==> src/wavegen_pkg.sv <==
package wavegen_pkg;

	// Width of one signed output sample.
	localparam int SAMPLE_WIDTH = 16;

	// Width of the phase counter, so one period spans 256 samples.
	localparam int PHASE_WIDTH = 8;

	// Number of entries in the quarter-wave sine table.
	localparam int QUARTER_DEPTH = 64;

	// Integer width of the signed amplitude input.
	localparam int AMP_WIDTH = 4;

	// Fraction bits placed below the amplitude inside the scaler register.
	localparam int AMP_FRAC_BITS = 12;

	// Positive full scale of a sample.
	localparam logic signed [SAMPLE_WIDTH-1:0] SAMPLE_MAX = 16'sd32767;

	// Amplitude after reset, which is a gain of one.
	localparam logic signed [AMP_WIDTH-1:0] RESET_AMP = 4'sd1;

	// Waveform shape chosen per sample by the select input.
	typedef enum logic [1:0] {
		SHAPE_SINE     = 2'd0,
		SHAPE_COSINE   = 2'd1,
		SHAPE_TRIANGLE = 2'd2,
		SHAPE_SQUARE   = 2'd3
	} wave_shape_t;

	// Controller states.
	typedef enum logic [1:0] {
		ST_IDLE   = 2'd0,
		ST_CONFIG = 2'd1,
		ST_GEN    = 2'd2
	} gen_state_t;

	// Control levels decoded from the controller state.
	typedef struct packed {
		logic clear_phase;
		logic load_amp;
		logic run;
	} gen_ctrl_t;

	// One registered sample on its way from the table to the scaler.
	typedef struct packed {
		logic                           valid;
		logic signed [SAMPLE_WIDTH-1:0] sample;
	} wave_stage_t;

endpackage
==> src/wavegen_top.sv <==
`timescale 1ns/1ps

module wavegen_top (
	input  logic                                        clk,
	input  logic                                        rst,
	input  logic                                        en_low_i,
	input  logic                                        enh_conf_i,
	input  logic signed [wavegen_pkg::AMP_WIDTH-1:0]    amp_i,
	input  wavegen_pkg::wave_shape_t                    sel_i,
	output logic signed [wavegen_pkg::SAMPLE_WIDTH-1:0] data_o,
	output logic                                        wr_en_o
);

	// Control levels from the FSM to both datapath blocks.
	wavegen_pkg::gen_ctrl_t ctrl;

	// Registered sample between the table and the scaler.
	wavegen_pkg::wave_stage_t stage;

	// The FSM turns the configure and enable levels into controls.
	wavegen_ctrl wavegen_ctrl_inst (
		.clk        (clk),
		.rst        (rst),
		.enh_conf_i (enh_conf_i),
		.en_low_i   (en_low_i),
		.ctrl_o     (ctrl)
	);

	// The table produces one shaped sample per run cycle.
	// It is the first of the two pipeline stages.
	wave_table wave_table_inst (
		.clk     (clk),
		.rst     (rst),
		.ctrl_i  (ctrl),
		.sel_i   (sel_i),
		.stage_o (stage)
	);

	// The scaler applies the amplitude and drives the output strobe.
	// It is the second pipeline stage.
	amp_scaler amp_scaler_inst (
		.clk     (clk),
		.rst     (rst),
		.ctrl_i  (ctrl),
		.amp_i   (amp_i),
		.stage_i (stage),
		.data_o  (data_o),
		.wr_en_o (wr_en_o)
	);

endmodule

==> src/amp_scaler.sv <==
`timescale 1ns/1ps

module amp_scaler (
	input  logic                                        clk,
	input  logic                                        rst,
	input  wavegen_pkg::gen_ctrl_t                      ctrl_i,
	input  logic signed [wavegen_pkg::AMP_WIDTH-1:0]    amp_i,
	input  wavegen_pkg::wave_stage_t                    stage_i,
	output logic signed [wavegen_pkg::SAMPLE_WIDTH-1:0] data_o,
	output logic                                        wr_en_o
);

	// Amplitude in fixed point with the integer part above the fraction bits.
	logic signed [wavegen_pkg::AMP_WIDTH+wavegen_pkg::AMP_FRAC_BITS-1:0] amp_q;

	// Full product of sample and fixed-point amplitude.
	logic signed [wavegen_pkg::SAMPLE_WIDTH+wavegen_pkg::AMP_WIDTH+
		wavegen_pkg::AMP_FRAC_BITS-1:0] product;

	// Product with the fraction dropped and truncated to the sample width.
	logic signed [wavegen_pkg::SAMPLE_WIDTH-1:0] scaled;

	// Both operands are signed, so a negative amplitude inverts the wave.
	assign product = $signed(stage_i.sample) * amp_q;

	// The fraction bits of the amplitude are always zero, so these bits
	// are exactly the low bits of sample times amplitude.
	assign scaled = $signed(product[wavegen_pkg::AMP_FRAC_BITS +: wavegen_pkg::SAMPLE_WIDTH]);

	// The amplitude loads on every configure cycle and is used from the
	// next cycle on. The output register keeps data at zero between strobes.
	always_ff @(posedge clk) begin
		if (rst) begin
			amp_q   <= {wavegen_pkg::RESET_AMP, {wavegen_pkg::AMP_FRAC_BITS{1'b0}}};
			data_o  <= '0;
			wr_en_o <= 1'b0;
		end else begin
			if (ctrl_i.load_amp) begin
				amp_q <= {amp_i, {wavegen_pkg::AMP_FRAC_BITS{1'b0}}};
			end
			wr_en_o <= stage_i.valid;
			data_o  <= stage_i.valid ? scaled : '0;
		end
	end

endmodule

==> src/wave_table.sv <==
`timescale 1ns/1ps

module wave_table (
	input  logic                     clk,
	input  logic                     rst,
	input  wavegen_pkg::gen_ctrl_t   ctrl_i,
	input  wavegen_pkg::wave_shape_t sel_i,
	output wavegen_pkg::wave_stage_t stage_o
);

	// Phase counter that steps once per generated sample.
	logic [wavegen_pkg::PHASE_WIDTH-1:0] phase_q;

	// Phase of the cosine that leads the sine by a quarter period.
	logic [wavegen_pkg::PHASE_WIDTH-1:0] cos_phase;

	// Candidate samples for the current phase.
	logic signed [wavegen_pkg::SAMPLE_WIDTH-1:0] sine_val;
	logic signed [wavegen_pkg::SAMPLE_WIDTH-1:0] cosine_val;
	logic signed [wavegen_pkg::SAMPLE_WIDTH-1:0] triangle_val;
	logic signed [wavegen_pkg::SAMPLE_WIDTH-1:0] square_val;
	logic signed [wavegen_pkg::SAMPLE_WIDTH-1:0] shape_val;

	// Slope index of the triangle that rises in the first half period.
	logic [wavegen_pkg::PHASE_WIDTH-2:0] tri_k;

	// Stage register toward the scaler.
	wavegen_pkg::wave_stage_t stage_q;

	// The table holds the first quadrant of the sine as rounded
	// 32767 * sin(2*pi*idx/256).
	// The magnitude never reaches full scale here, so 15 bits hold it.
	function automatic logic [wavegen_pkg::SAMPLE_WIDTH-2:0] quarter_sine(
		input logic [$clog2(wavegen_pkg::QUARTER_DEPTH)-1:0] idx
	);
		case (idx)
			6'd0:  quarter_sine = 15'd0;
			6'd1:  quarter_sine = 15'd804;
			6'd2:  quarter_sine = 15'd1608;
			6'd3:  quarter_sine = 15'd2410;
			6'd4:  quarter_sine = 15'd3212;
			6'd5:  quarter_sine = 15'd4011;
			6'd6:  quarter_sine = 15'd4808;
			6'd7:  quarter_sine = 15'd5602;
			6'd8:  quarter_sine = 15'd6393;
			6'd9:  quarter_sine = 15'd7179;
			6'd10: quarter_sine = 15'd7962;
			6'd11: quarter_sine = 15'd8739;
			6'd12: quarter_sine = 15'd9512;
			6'd13: quarter_sine = 15'd10278;
			6'd14: quarter_sine = 15'd11039;
			6'd15: quarter_sine = 15'd11793;
			6'd16: quarter_sine = 15'd12539;
			6'd17: quarter_sine = 15'd13279;
			6'd18: quarter_sine = 15'd14010;
			6'd19: quarter_sine = 15'd14732;
			6'd20: quarter_sine = 15'd15446;
			6'd21: quarter_sine = 15'd16151;
			6'd22: quarter_sine = 15'd16846;
			6'd23: quarter_sine = 15'd17530;
			6'd24: quarter_sine = 15'd18204;
			6'd25: quarter_sine = 15'd18868;
			6'd26: quarter_sine = 15'd19519;
			6'd27: quarter_sine = 15'd20159;
			6'd28: quarter_sine = 15'd20787;
			6'd29: quarter_sine = 15'd21403;
			6'd30: quarter_sine = 15'd22005;
			6'd31: quarter_sine = 15'd22594;
			6'd32: quarter_sine = 15'd23170;
			6'd33: quarter_sine = 15'd23731;
			6'd34: quarter_sine = 15'd24279;
			6'd35: quarter_sine = 15'd24811;
			6'd36: quarter_sine = 15'd25329;
			6'd37: quarter_sine = 15'd25832;
			6'd38: quarter_sine = 15'd26319;
			6'd39: quarter_sine = 15'd26790;
			6'd40: quarter_sine = 15'd27245;
			6'd41: quarter_sine = 15'd27683;
			6'd42: quarter_sine = 15'd28105;
			6'd43: quarter_sine = 15'd28510;
			6'd44: quarter_sine = 15'd28898;
			6'd45: quarter_sine = 15'd29268;
			6'd46: quarter_sine = 15'd29621;
			6'd47: quarter_sine = 15'd29956;
			6'd48: quarter_sine = 15'd30273;
			6'd49: quarter_sine = 15'd30571;
			6'd50: quarter_sine = 15'd30852;
			6'd51: quarter_sine = 15'd31113;
			6'd52: quarter_sine = 15'd31356;
			6'd53: quarter_sine = 15'd31580;
			6'd54: quarter_sine = 15'd31785;
			6'd55: quarter_sine = 15'd31971;
			6'd56: quarter_sine = 15'd32137;
			6'd57: quarter_sine = 15'd32285;
			6'd58: quarter_sine = 15'd32412;
			6'd59: quarter_sine = 15'd32521;
			6'd60: quarter_sine = 15'd32609;
			6'd61: quarter_sine = 15'd32678;
			6'd62: quarter_sine = 15'd32728;
			6'd63: quarter_sine = 15'd32757;
			default: quarter_sine = 15'd0;
		endcase
	endfunction

	// Full-period sine from the quarter table.
	// The second quadrant reads the table mirrored, where index 64 - q is
	// the two's complement of q; q = 0 there is the peak, which is not
	// stored. The second half period is the first one negated.
	function automatic logic signed [wavegen_pkg::SAMPLE_WIDTH-1:0] sine_at(
		input logic [wavegen_pkg::PHASE_WIDTH-1:0] p
	);
		logic [$clog2(wavegen_pkg::QUARTER_DEPTH)-1:0] q;
		logic [wavegen_pkg::SAMPLE_WIDTH-2:0] mag;
		logic signed [wavegen_pkg::SAMPLE_WIDTH-1:0] pos;
		q = p[$clog2(wavegen_pkg::QUARTER_DEPTH)-1:0];
		if (!p[wavegen_pkg::PHASE_WIDTH-2]) begin
			mag = quarter_sine(q);
		end else if (q == '0) begin
			mag = wavegen_pkg::SAMPLE_MAX[wavegen_pkg::SAMPLE_WIDTH-2:0];
		end else begin
			mag = quarter_sine(-q);
		end
		pos = {1'b0, mag};
		sine_at = p[wavegen_pkg::PHASE_WIDTH-1] ? -pos : pos;
	endfunction

	// The phase is held at zero while cleared and advances once per run
	// cycle. It wraps from 255 to 0 on its own.
	always_ff @(posedge clk) begin
		if (rst) begin
			phase_q <= '0;
		end else if (ctrl_i.clear_phase) begin
			phase_q <= '0;
		end else if (ctrl_i.run) begin
			phase_q <= phase_q + 1'b1;
		end
	end

	// Cosine is the sine one quadrant later, so only the quadrant bits move.
	assign cos_phase = {phase_q[wavegen_pkg::PHASE_WIDTH-1 -: 2] + 2'd1,
		phase_q[wavegen_pkg::PHASE_WIDTH-3:0]};

	assign sine_val   = sine_at(phase_q);
	assign cosine_val = sine_at(cos_phase);

	// Triangle rises from -32768 in steps of 512 and falls back again.
	// For the falling half, 255 - p is the inverted low bits of p.
	assign tri_k = phase_q[wavegen_pkg::PHASE_WIDTH-1] ?
		~phase_q[wavegen_pkg::PHASE_WIDTH-2:0] :
		phase_q[wavegen_pkg::PHASE_WIDTH-2:0];
	assign triangle_val = $signed({tri_k, 9'd0} - 16'd32768);

	// square wave at full scale with the sign of the half period
	assign square_val = phase_q[wavegen_pkg::PHASE_WIDTH-1] ?
		-wavegen_pkg::SAMPLE_MAX : wavegen_pkg::SAMPLE_MAX;

	// The shape is selected fresh for every sample.
	always_comb begin
		case (sel_i)
			wavegen_pkg::SHAPE_SINE:     shape_val = sine_val;
			wavegen_pkg::SHAPE_COSINE:   shape_val = cosine_val;
			wavegen_pkg::SHAPE_TRIANGLE: shape_val = triangle_val;
			wavegen_pkg::SHAPE_SQUARE:   shape_val = square_val;
			default:                     shape_val = sine_val;
		endcase
	end

	// The stage register loads every cycle. Valid marks the cycles in
	// which the phase was advancing, one cycle after run.
	always_ff @(posedge clk) begin
		stage_q.sample <= shape_val;
		if (rst) begin
			stage_q.valid <= 1'b0;
		end else begin
			stage_q.valid <= ctrl_i.run;
		end
	end

	assign stage_o = stage_q;

endmodule

==> src/wavegen_ctrl.sv <==
`timescale 1ns/1ps

module wavegen_ctrl (
	input  logic                   clk,
	input  logic                   rst,
	input  logic                   enh_conf_i,
	input  logic                   en_low_i,
	output wavegen_pkg::gen_ctrl_t ctrl_o
);

	// Current and next state of the controller.
	wavegen_pkg::gen_state_t state_q;
	wavegen_pkg::gen_state_t state_d;

	// The state register starts in idle after reset.
	always_ff @(posedge clk) begin
		if (rst) begin
			state_q <= wavegen_pkg::ST_IDLE;
		end else begin
			state_q <= state_d;
		end
	end

	// Next-state logic.
	// The configure level always wins, so the amplitude can be changed
	// from any state, even in the middle of generation.
	// The enable is active low. With it low and no configure request the
	// generator runs, and with it high the generator goes back to idle.
	always_comb begin
		state_d = state_q;
		case (state_q)
			wavegen_pkg::ST_IDLE: begin
				// Idle leaves for configure first, otherwise for generate
				// once the enable is pulled low.
				if (enh_conf_i) begin
					state_d = wavegen_pkg::ST_CONFIG;
				end else if (!en_low_i) begin
					state_d = wavegen_pkg::ST_GEN;
				end else begin
					state_d = wavegen_pkg::ST_IDLE;
				end
			end
			wavegen_pkg::ST_CONFIG: begin
				// Configure holds as long as the request stays high.
				// On release the enable decides between generate and idle.
				if (enh_conf_i) begin
					state_d = wavegen_pkg::ST_CONFIG;
				end else if (!en_low_i) begin
					state_d = wavegen_pkg::ST_GEN;
				end else begin
					state_d = wavegen_pkg::ST_IDLE;
				end
			end
			wavegen_pkg::ST_GEN: begin
				// A configure request interrupts generation directly.
				if (enh_conf_i) begin
					state_d = wavegen_pkg::ST_CONFIG;
				end else if (en_low_i) begin
					state_d = wavegen_pkg::ST_IDLE;
				end else begin
					state_d = wavegen_pkg::ST_GEN;
				end
			end
			default: begin
				// The unused encoding falls back to idle.
				state_d = wavegen_pkg::ST_IDLE;
			end
		endcase
	end

	// The controls follow the registered state in the same cycle.
	// The phase is held at zero outside generation, so every run restarts
	// at the beginning of a period.
	always_comb begin
		ctrl_o.clear_phase = (state_q == wavegen_pkg::ST_IDLE) ||
			(state_q == wavegen_pkg::ST_CONFIG);
		ctrl_o.load_amp    = (state_q == wavegen_pkg::ST_CONFIG);
		ctrl_o.run         = (state_q == wavegen_pkg::ST_GEN);
	end

endmodule

==> config.mk <==
export PLATFORM = sky130hd
export DESIGN_NAME = wavegen_top
export DESIGN_NICKNAME = d
export VERILOG_FILES = /design/src/wavegen_pkg.sv /design/src/wavegen_top.sv /design/src/amp_scaler.sv /design/src/wave_table.sv /design/src/wavegen_ctrl.sv
export SDC_FILE = /design/constraint.sdc
export NUM_CORES = 1
export LEC_CHECK = 0
export ABC_CLOCK_PERIOD_IN_PS = 5400
export BUFFER_PORTS_ARGS = -buffer_cell sky130_fd_sc_hd__buf_4
export CAP_MARGIN = 40
export CORE_ASPECT_RATIO = 0.5
export CORE_UTILIZATION = 55
export CTS_BUF_LIST = sky130_fd_sc_hd__clkbuf_8
export CTS_CLUSTER_DIAMETER = 100
export CTS_CLUSTER_SIZE = 10
export DETAILED_ROUTE_END_ITERATION = 8
export HOLD_SLACK_MARGIN = 0.1
export PLACE_DENSITY = 0.84
export RECOVER_POWER = 50
export SLEW_MARGIN = 20
export SYNTH_ARGS = -nofsm -noshare
export SYNTH_HDL_FRONTEND = slang
export SYNTH_SLANG_ARGS = --single-unit
export TNS_END_PERCENT = 30
==> constraint.sdc <==
create_clock -name clk -period 5.4 [get_ports clk]
set_input_delay 0.27 -clock clk [delete_from_list [all_inputs] [get_ports clk]]
set_output_delay 0.27 -clock clk [all_outputs]
set_load 0.01 [all_outputs]
* Yosys cells after proc, flatten, opt, wreduce, memory -nomap -nowiden
Memory sizes are Yosys's and may differ from the RTL's. A register that Yosys moved wholly into a read port is not among the register bits.
Index checks and enable logic that the tools add are counted.
** Word-level totals
- Memories :: 4
- Register bits after elaboration :: 48
- Memory bits (read-only) :: 3840
** Memories
- (no name shown) :: depth 64, bits a word 15, rd ports 1, clocked after memory_dff 1, write ports 0, RTL line wave_table.sv:36 : case (idx)
- (no name shown) :: depth 64, bits a word 15, rd ports 1, clocked after memory_dff 0, write ports 0, RTL line wave_table.sv:36
- (no name shown) :: depth 64, bits a word 15, rd ports 1, clocked after memory_dff 1, write ports 0, RTL line wave_table.sv:36
- (no name shown) :: depth 64, bits a word 15, rd ports 1, clocked after memory_dff 0, write ports 0, RTL line wave_table.sv:36
** Operators by class
- Mux-type cells :: 15
- Multipliers :: 1
- Equal/unequal tests :: 5
- Bitwise operators :: 3
- Reduce and logical (&&, ||, !) cells :: 9
- $add $sub $neg :: 6
** Operators with widths (number)
- case mux 16 bit (4 select lines) :: 1
- 2-to-1 mux 15 bit :: 4
- 2-to-1 mux 16 bit :: 3
- negation 15 -> 16 bit :: 2
- 2-to-1 mux 6 bit :: 4
- multiplier 16 x 4 -> 16 bit :: 1
- subtractor 16 bit, second input constant :: 1
- adder 8 x 1 -> 8 bit, second input constant :: 1
- 2-to-1 mux 7 bit :: 1
- NOT 7 bit :: 1
- equality test 2 bit, second input constant :: 3
- zero test 6 bit :: 1
- negation 6 bit :: 1
- OR reduction 2 bit :: 3
- OR reduction 3 bit :: 2
- equality test 2 x 1 -> 1 bit, second input constant :: 2
- zero test 2 bit :: 2
- adder 2 x 1 -> 2 bit, second input constant :: 1
- 2-to-1 mux 2 bit :: 1
- NOT 1 bit :: 2
- logical OR 1 bit :: 1
- 2-to-1 mux 1 bit :: 1

* Longest topological paths before layout
An unclocked memory read counts as a cell.
- Depth in word-level cells :: 7
- Depth in mapped cells :: 20

* By module
A second synthesis with hierarchy kept.
** Second synthesis, totals
- Cell total of the unflattened synthesis :: 1170
- Area, all modules :: 8598.2 um2
** Modules (own cells, without submodules)
- wave_table :: area an instance 6356.1 um2, cells each 940, times used 1, seq. area each 800.8 um2
- amp_scaler :: area an instance 2160.8 um2, cells each 222, times used 1, seq. area each 420.4 um2
- wavegen_ctrl :: area an instance 81.3 um2, cells each 8, times used 1, seq. area each 40.0 um2

* Least setup slack after synthesis
No wires, ideal clock.
- Kind :: flip-flop to flip-flop
- Start :: reg wave_table_inst.phase_q[0] (netlist name)
- End :: reg wave_table_inst.stage_q, in the netlist wave_table_inst.stage_o[8]
- Setup slack :: 785 ps
- Setup time :: 122 ps
- Path buffers :: 5
- Cell stages (with the launch flop) :: 20
- Arrival time :: 4493 ps
- Required time :: 5278 ps
- Path through :: dfxtp_1 -> clkbuf_1 -> inv_1 -> clkbuf_1 -> ha_1 -> ha_1 -> buf_2 -> clkbuf_1 -> buf_2 -> a21oi_1 -> o2111ai_1 -> a21oi_1 -> o22ai_1 -> mux2i_1 -> ha_1 -> and3_1 -> and3b_1 -> nand2_1 -> mux2_2 -> a221o_1
** On the way
- Word-level cells in the longest chain between the ends :: 7
- Elaborated cells on any way between the ends :: 13
- Those cells by class :: add/sub (3); mux (7); reduce/logical (1); memory (2)
** Ends and longest elaborated chain
- start: declaration :: RTL line wave_table.sv:12 : logic [wavegen_pkg::PHASE_WIDTH-1:0] phase_q;
- start signal: assignment :: RTL line wave_table.sv:135 : phase_q <= phase_q + 1'b1;
- negation 6 bit :: RTL line wave_table.sv:121 : mag = quarter_sine(-q);
- memory read (64 x 15 bit)
- 2-to-1 mux 15 bit :: RTL line wave_table.sv:118 : end else if (q == '0) begin
- 2-to-1 mux 15 bit :: RTL line wave_table.sv:116 : if (!p[wavegen_pkg::PHASE_WIDTH-2]) begin
- negation 15 -> 16 bit :: RTL line wave_table.sv:124 : sine_at = p[wavegen_pkg::PHASE_WIDTH-1] ? -pos : pos;
- 2-to-1 mux 16 bit :: RTL line wave_table.sv:124
- case mux 16 bit (4 select lines) (*) :: RTL line wave_table.sv:159 : case (sel_i)
- net wave_table_inst.shape_val, one bit :: RTL line wave_table.sv:22 : logic signed [wavegen_pkg::SAMPLE_WIDTH-1:0] shape_val;
- end: declaration :: RTL line wave_table.sv:28 : wavegen_pkg::wave_stage_t stage_q;
Mark *: on every way through the listed nets, which the timed path passes. The rest lies on a longest branch.
A chain may end at the register's enable or synchronous reset.

* Final worst setup path
- Start :: reg wave_table_inst.phase_q[1] (netlist name)
- End :: reg wave_table_inst.stage_q, in the netlist wave_table_inst.stage_o[4]
Same word-level chain as after synthesis.

==> impl_metrics.env <==
export IMPL_final_common_cell="nor2_1"
export IMPL_dieHeight_um=90.93
export IMPL_rsz0062_at_grt="false"
export IMPL_path_clk_slew_ns=0.08
export IMPL_first_pass_iters=9
export IMPL_postCtsSetupRepairBufs=0
export IMPL_area_growth_syn_to_layout_pct=4.948
export IMPL_endpoint_kind="flop"
export IMPL_path_delay_family="compound AO/OA/AOI/OAI gates"
export IMPL_grtUsageMet3_pct=8.624
export IMPL_fin_setup_tns_ns=0
export IMPL_drtIter0Drc=1291
export IMPL_yosysUniqueCellTypes=113
export IMPL_setup_violations=0
export IMPL_status="complete, but fails checks"
export IMPL_fin_skew_ns=0.01379
export IMPL_final_util_pct=59.23
export IMPL_numCtsBuffers=9
export IMPL_vdd_drop_max_v=0.00007896
export IMPL_finalWirelength_um=27910
export IMPL_coreArea_um2=15410
export IMPL_final_layout_size_suffix_gt1_share_pct=9.785
export IMPL_p_leak_nw=3.485
export IMPL_ant_nets=0
export IMPL_drc_errors=5
export IMPL_maxSlewViolCount=31
export IMPL_grt_use_met1_pct=43.83
export IMPL_startpoint_type="flop"
export IMPL_ys_seq_elements=63
export IMPL_fin_nets=1249
export IMPL_met2_usage_pct=55.48
export IMPL_initial_utilization_pct=56.44
export IMPL_htree_levels=3
export IMPL_fin_crit_ns=4.950
export IMPL_synth_edf_count=0
export IMPL_clk_latency_ns=0.37
export IMPL_final_cell_mix="113 x nor2_1, 102 x nand2_1, 87 x a21oi_1"
export IMPL_post_route_period_util_pct=91.66
export IMPL_clockBufferDepth=2
export IMPL_clock_sinks=63
export IMPL_grt_pass1_vias=8772
export IMPL_async_reset_ff_share_pct=0
export IMPL_ys_warnings_count=0
export IMPL_grt_pass1_wl_um=45370
export IMPL_path_buf_inv=2
export IMPL_grt_max_degree=31
export IMPL_maxSlewHeadroom_pct=-1.984
export IMPL_io_pins=27
export IMPL_avgSynthCellArea_um2=7.354
export IMPL_die_width_um=179.9
export IMPL_maxCapViolations=1
export IMPL_busiest_layer="met2"
export IMPL_die_area_um2=16350
export IMPL_cts_tree="built"
export IMPL_critical_path_class="flop to flop"
export IMPL_gp_congestion=1.069
export IMPL_synthCells=1183
export IMPL_powerDensity_nw_per_um2=135.0
export IMPL_diodes=0
export IMPL_worst_slew_pin_slew_ns=1.530
export IMPL_max_stage_delay_ns=0.87
export IMPL_cts_root_buf="clkbuf_8"
export IMPL_numPortBuffers=26
export IMPL_finalHoldViolations=0
export IMPL_required_ns=5.64
export IMPL_worstPathMaxFanout=30
export IMPL_row_count=32
export IMPL_synth_main_ff_cell="dfxtp_1"
export IMPL_synth_nets=1272
export IMPL_fmax_mhz=202.0
export IMPL_vias=9373
export IMPL_dp_hpwl_um=20350
export IMPL_synth_area_um2=8700
export IMPL_wl_per_cell_um=20.38
export IMPL_ys_seq_area_share_pct=14.50
export IMPL_antenna_found_initial=0
export IMPL_arrival_ns=5.19
export IMPL_crit_path_top_delay_cell="or4_4"
export IMPL_track_usage_pct=34.25
export IMPL_gr_total_overflow=0
export IMPL_via_per_inst=6.847
export IMPL_crit_path_cell_trace="clkbuf_1 -> or4_4 -> nand2_1 -> o21ai_0 -> mux4_2 -> a21o_1 -> o22ai_1 -> ha_1 -> inv_1 -> o41ai_1 -> o22ai_1 -> xor2_1 -> a21oi_1 -> o21ai_0"
export IMPL_min_path_type="input port to flop"
export IMPL_violations="design-rule violations, max-capacitance violations, max-slew violations"
worst register-to-register path: stages, from the launching register on:
cell and delay, ns:
dfxtp_1 0.31, clkbuf_1 0.59, or4_4 0.87, nand2_1 0.54, o21ai_0 0.15, mux4_2 0.51, a21o_1 0.26, o22ai_1 0.18
ha_1 0.27, inv_1 0.09, o41ai_1 0.41, o22ai_1 0.18, xor2_1 0.20, a21oi_1 0.14, o21ai_0 0.10
metal layers:
metal | vias to the layer above | part of all wire, %
met2 | 665 | 44
li1 | 4264 | -
met4 | 0 | 3.5
met5 | - | 0
met3 | 119 | 12
met1 | 4325 | 40
Yosys cell counts (all sizes together) (21+ instances only):
cell,number,area share [%]
nor2,114,5.1
nand2,103,4.5
a21oi,87,5.0
o21ai,76,4.5
clkbuf,65,2.8
dfxtp,63,14
inv,55,2.4
ha,53,7.6
nor3,45,2.7
and2,42,3.0
xnor2,37,3.8
buf,31,2.2
nand3,30,1.8
nor2b,27,2.0
fa,26,6.0
o22ai,25,1.9
nand2b,22,1.6
a211oi,21,1.9
cell families after synthesis:
group	count (synthesis)	synth area share [%]
compound gates	365	29.21
xor+xnor	50	5.120
fa+ha+maj	79	13.61
buf+inv	154	7.464
flops	63	14.50
mux	22	2.776
simple gates	450	27.33
power breakdown:
part	total [mW]	internal, mW	switching (mW)
clock	0.429	0.224	0.205
combinational	0.309	0.127	0.183
sequential	0.494	0.480	0.0143
stage by stage:
step                      hold slack (ns)  cells  cell area (µm²)  power (mW)  setup slack [ns]
after CTS                          0.1011   1367             9188       1.231            0.5464
after detailed placement           0.4412   1349             8970      0.8042            0.5632
after floorplan                    0.3424   1183             8700      0.7327            0.7852
after global routing               0.1149   1369             9130       1.290            0.2357
final                             0.09934   1369             9130       1.233            0.4503
after global placement             0.4313   1346             8944      0.7920            0.8416
final timing paths:
check	start	end	slack (ns)	cells past startpoint
worst max-delay path	wave_table_inst.phase_q[1]	wave_table_inst.stage_o[4]	0.45	14
worst min-delay path	amp_i[0]	amp_scaler_inst.amp_q[12]	0.1	2
worst max register to register	wave_table_inst.phase_q[1]	wave_table_inst.stage_o[4]	0.45	14
worst min register to register	wavegen_ctrl_inst.state_q[0]	wave_table_inst.stage_o[16]	0.53	1
final cells by class:
class / count / area (µm²)
timing repair buffer: 62 / 401.6
clock buffer: 10 / 137.6
clock inverter: 6 / 60.06
fill: 1429 / 6285
multi-input combinational: 966 / 6797
inverter: 58 / 217.7
tap: 204 / 255.2
sequential: 63 / 1261
timing repair:
action,in CTS,in global routing
setup endpoints to repair,0,0
resized for setup,0,0
endpoints found under the hold margin,1,0
hold buffers,2,0
(Power assumes the default switching activity.)
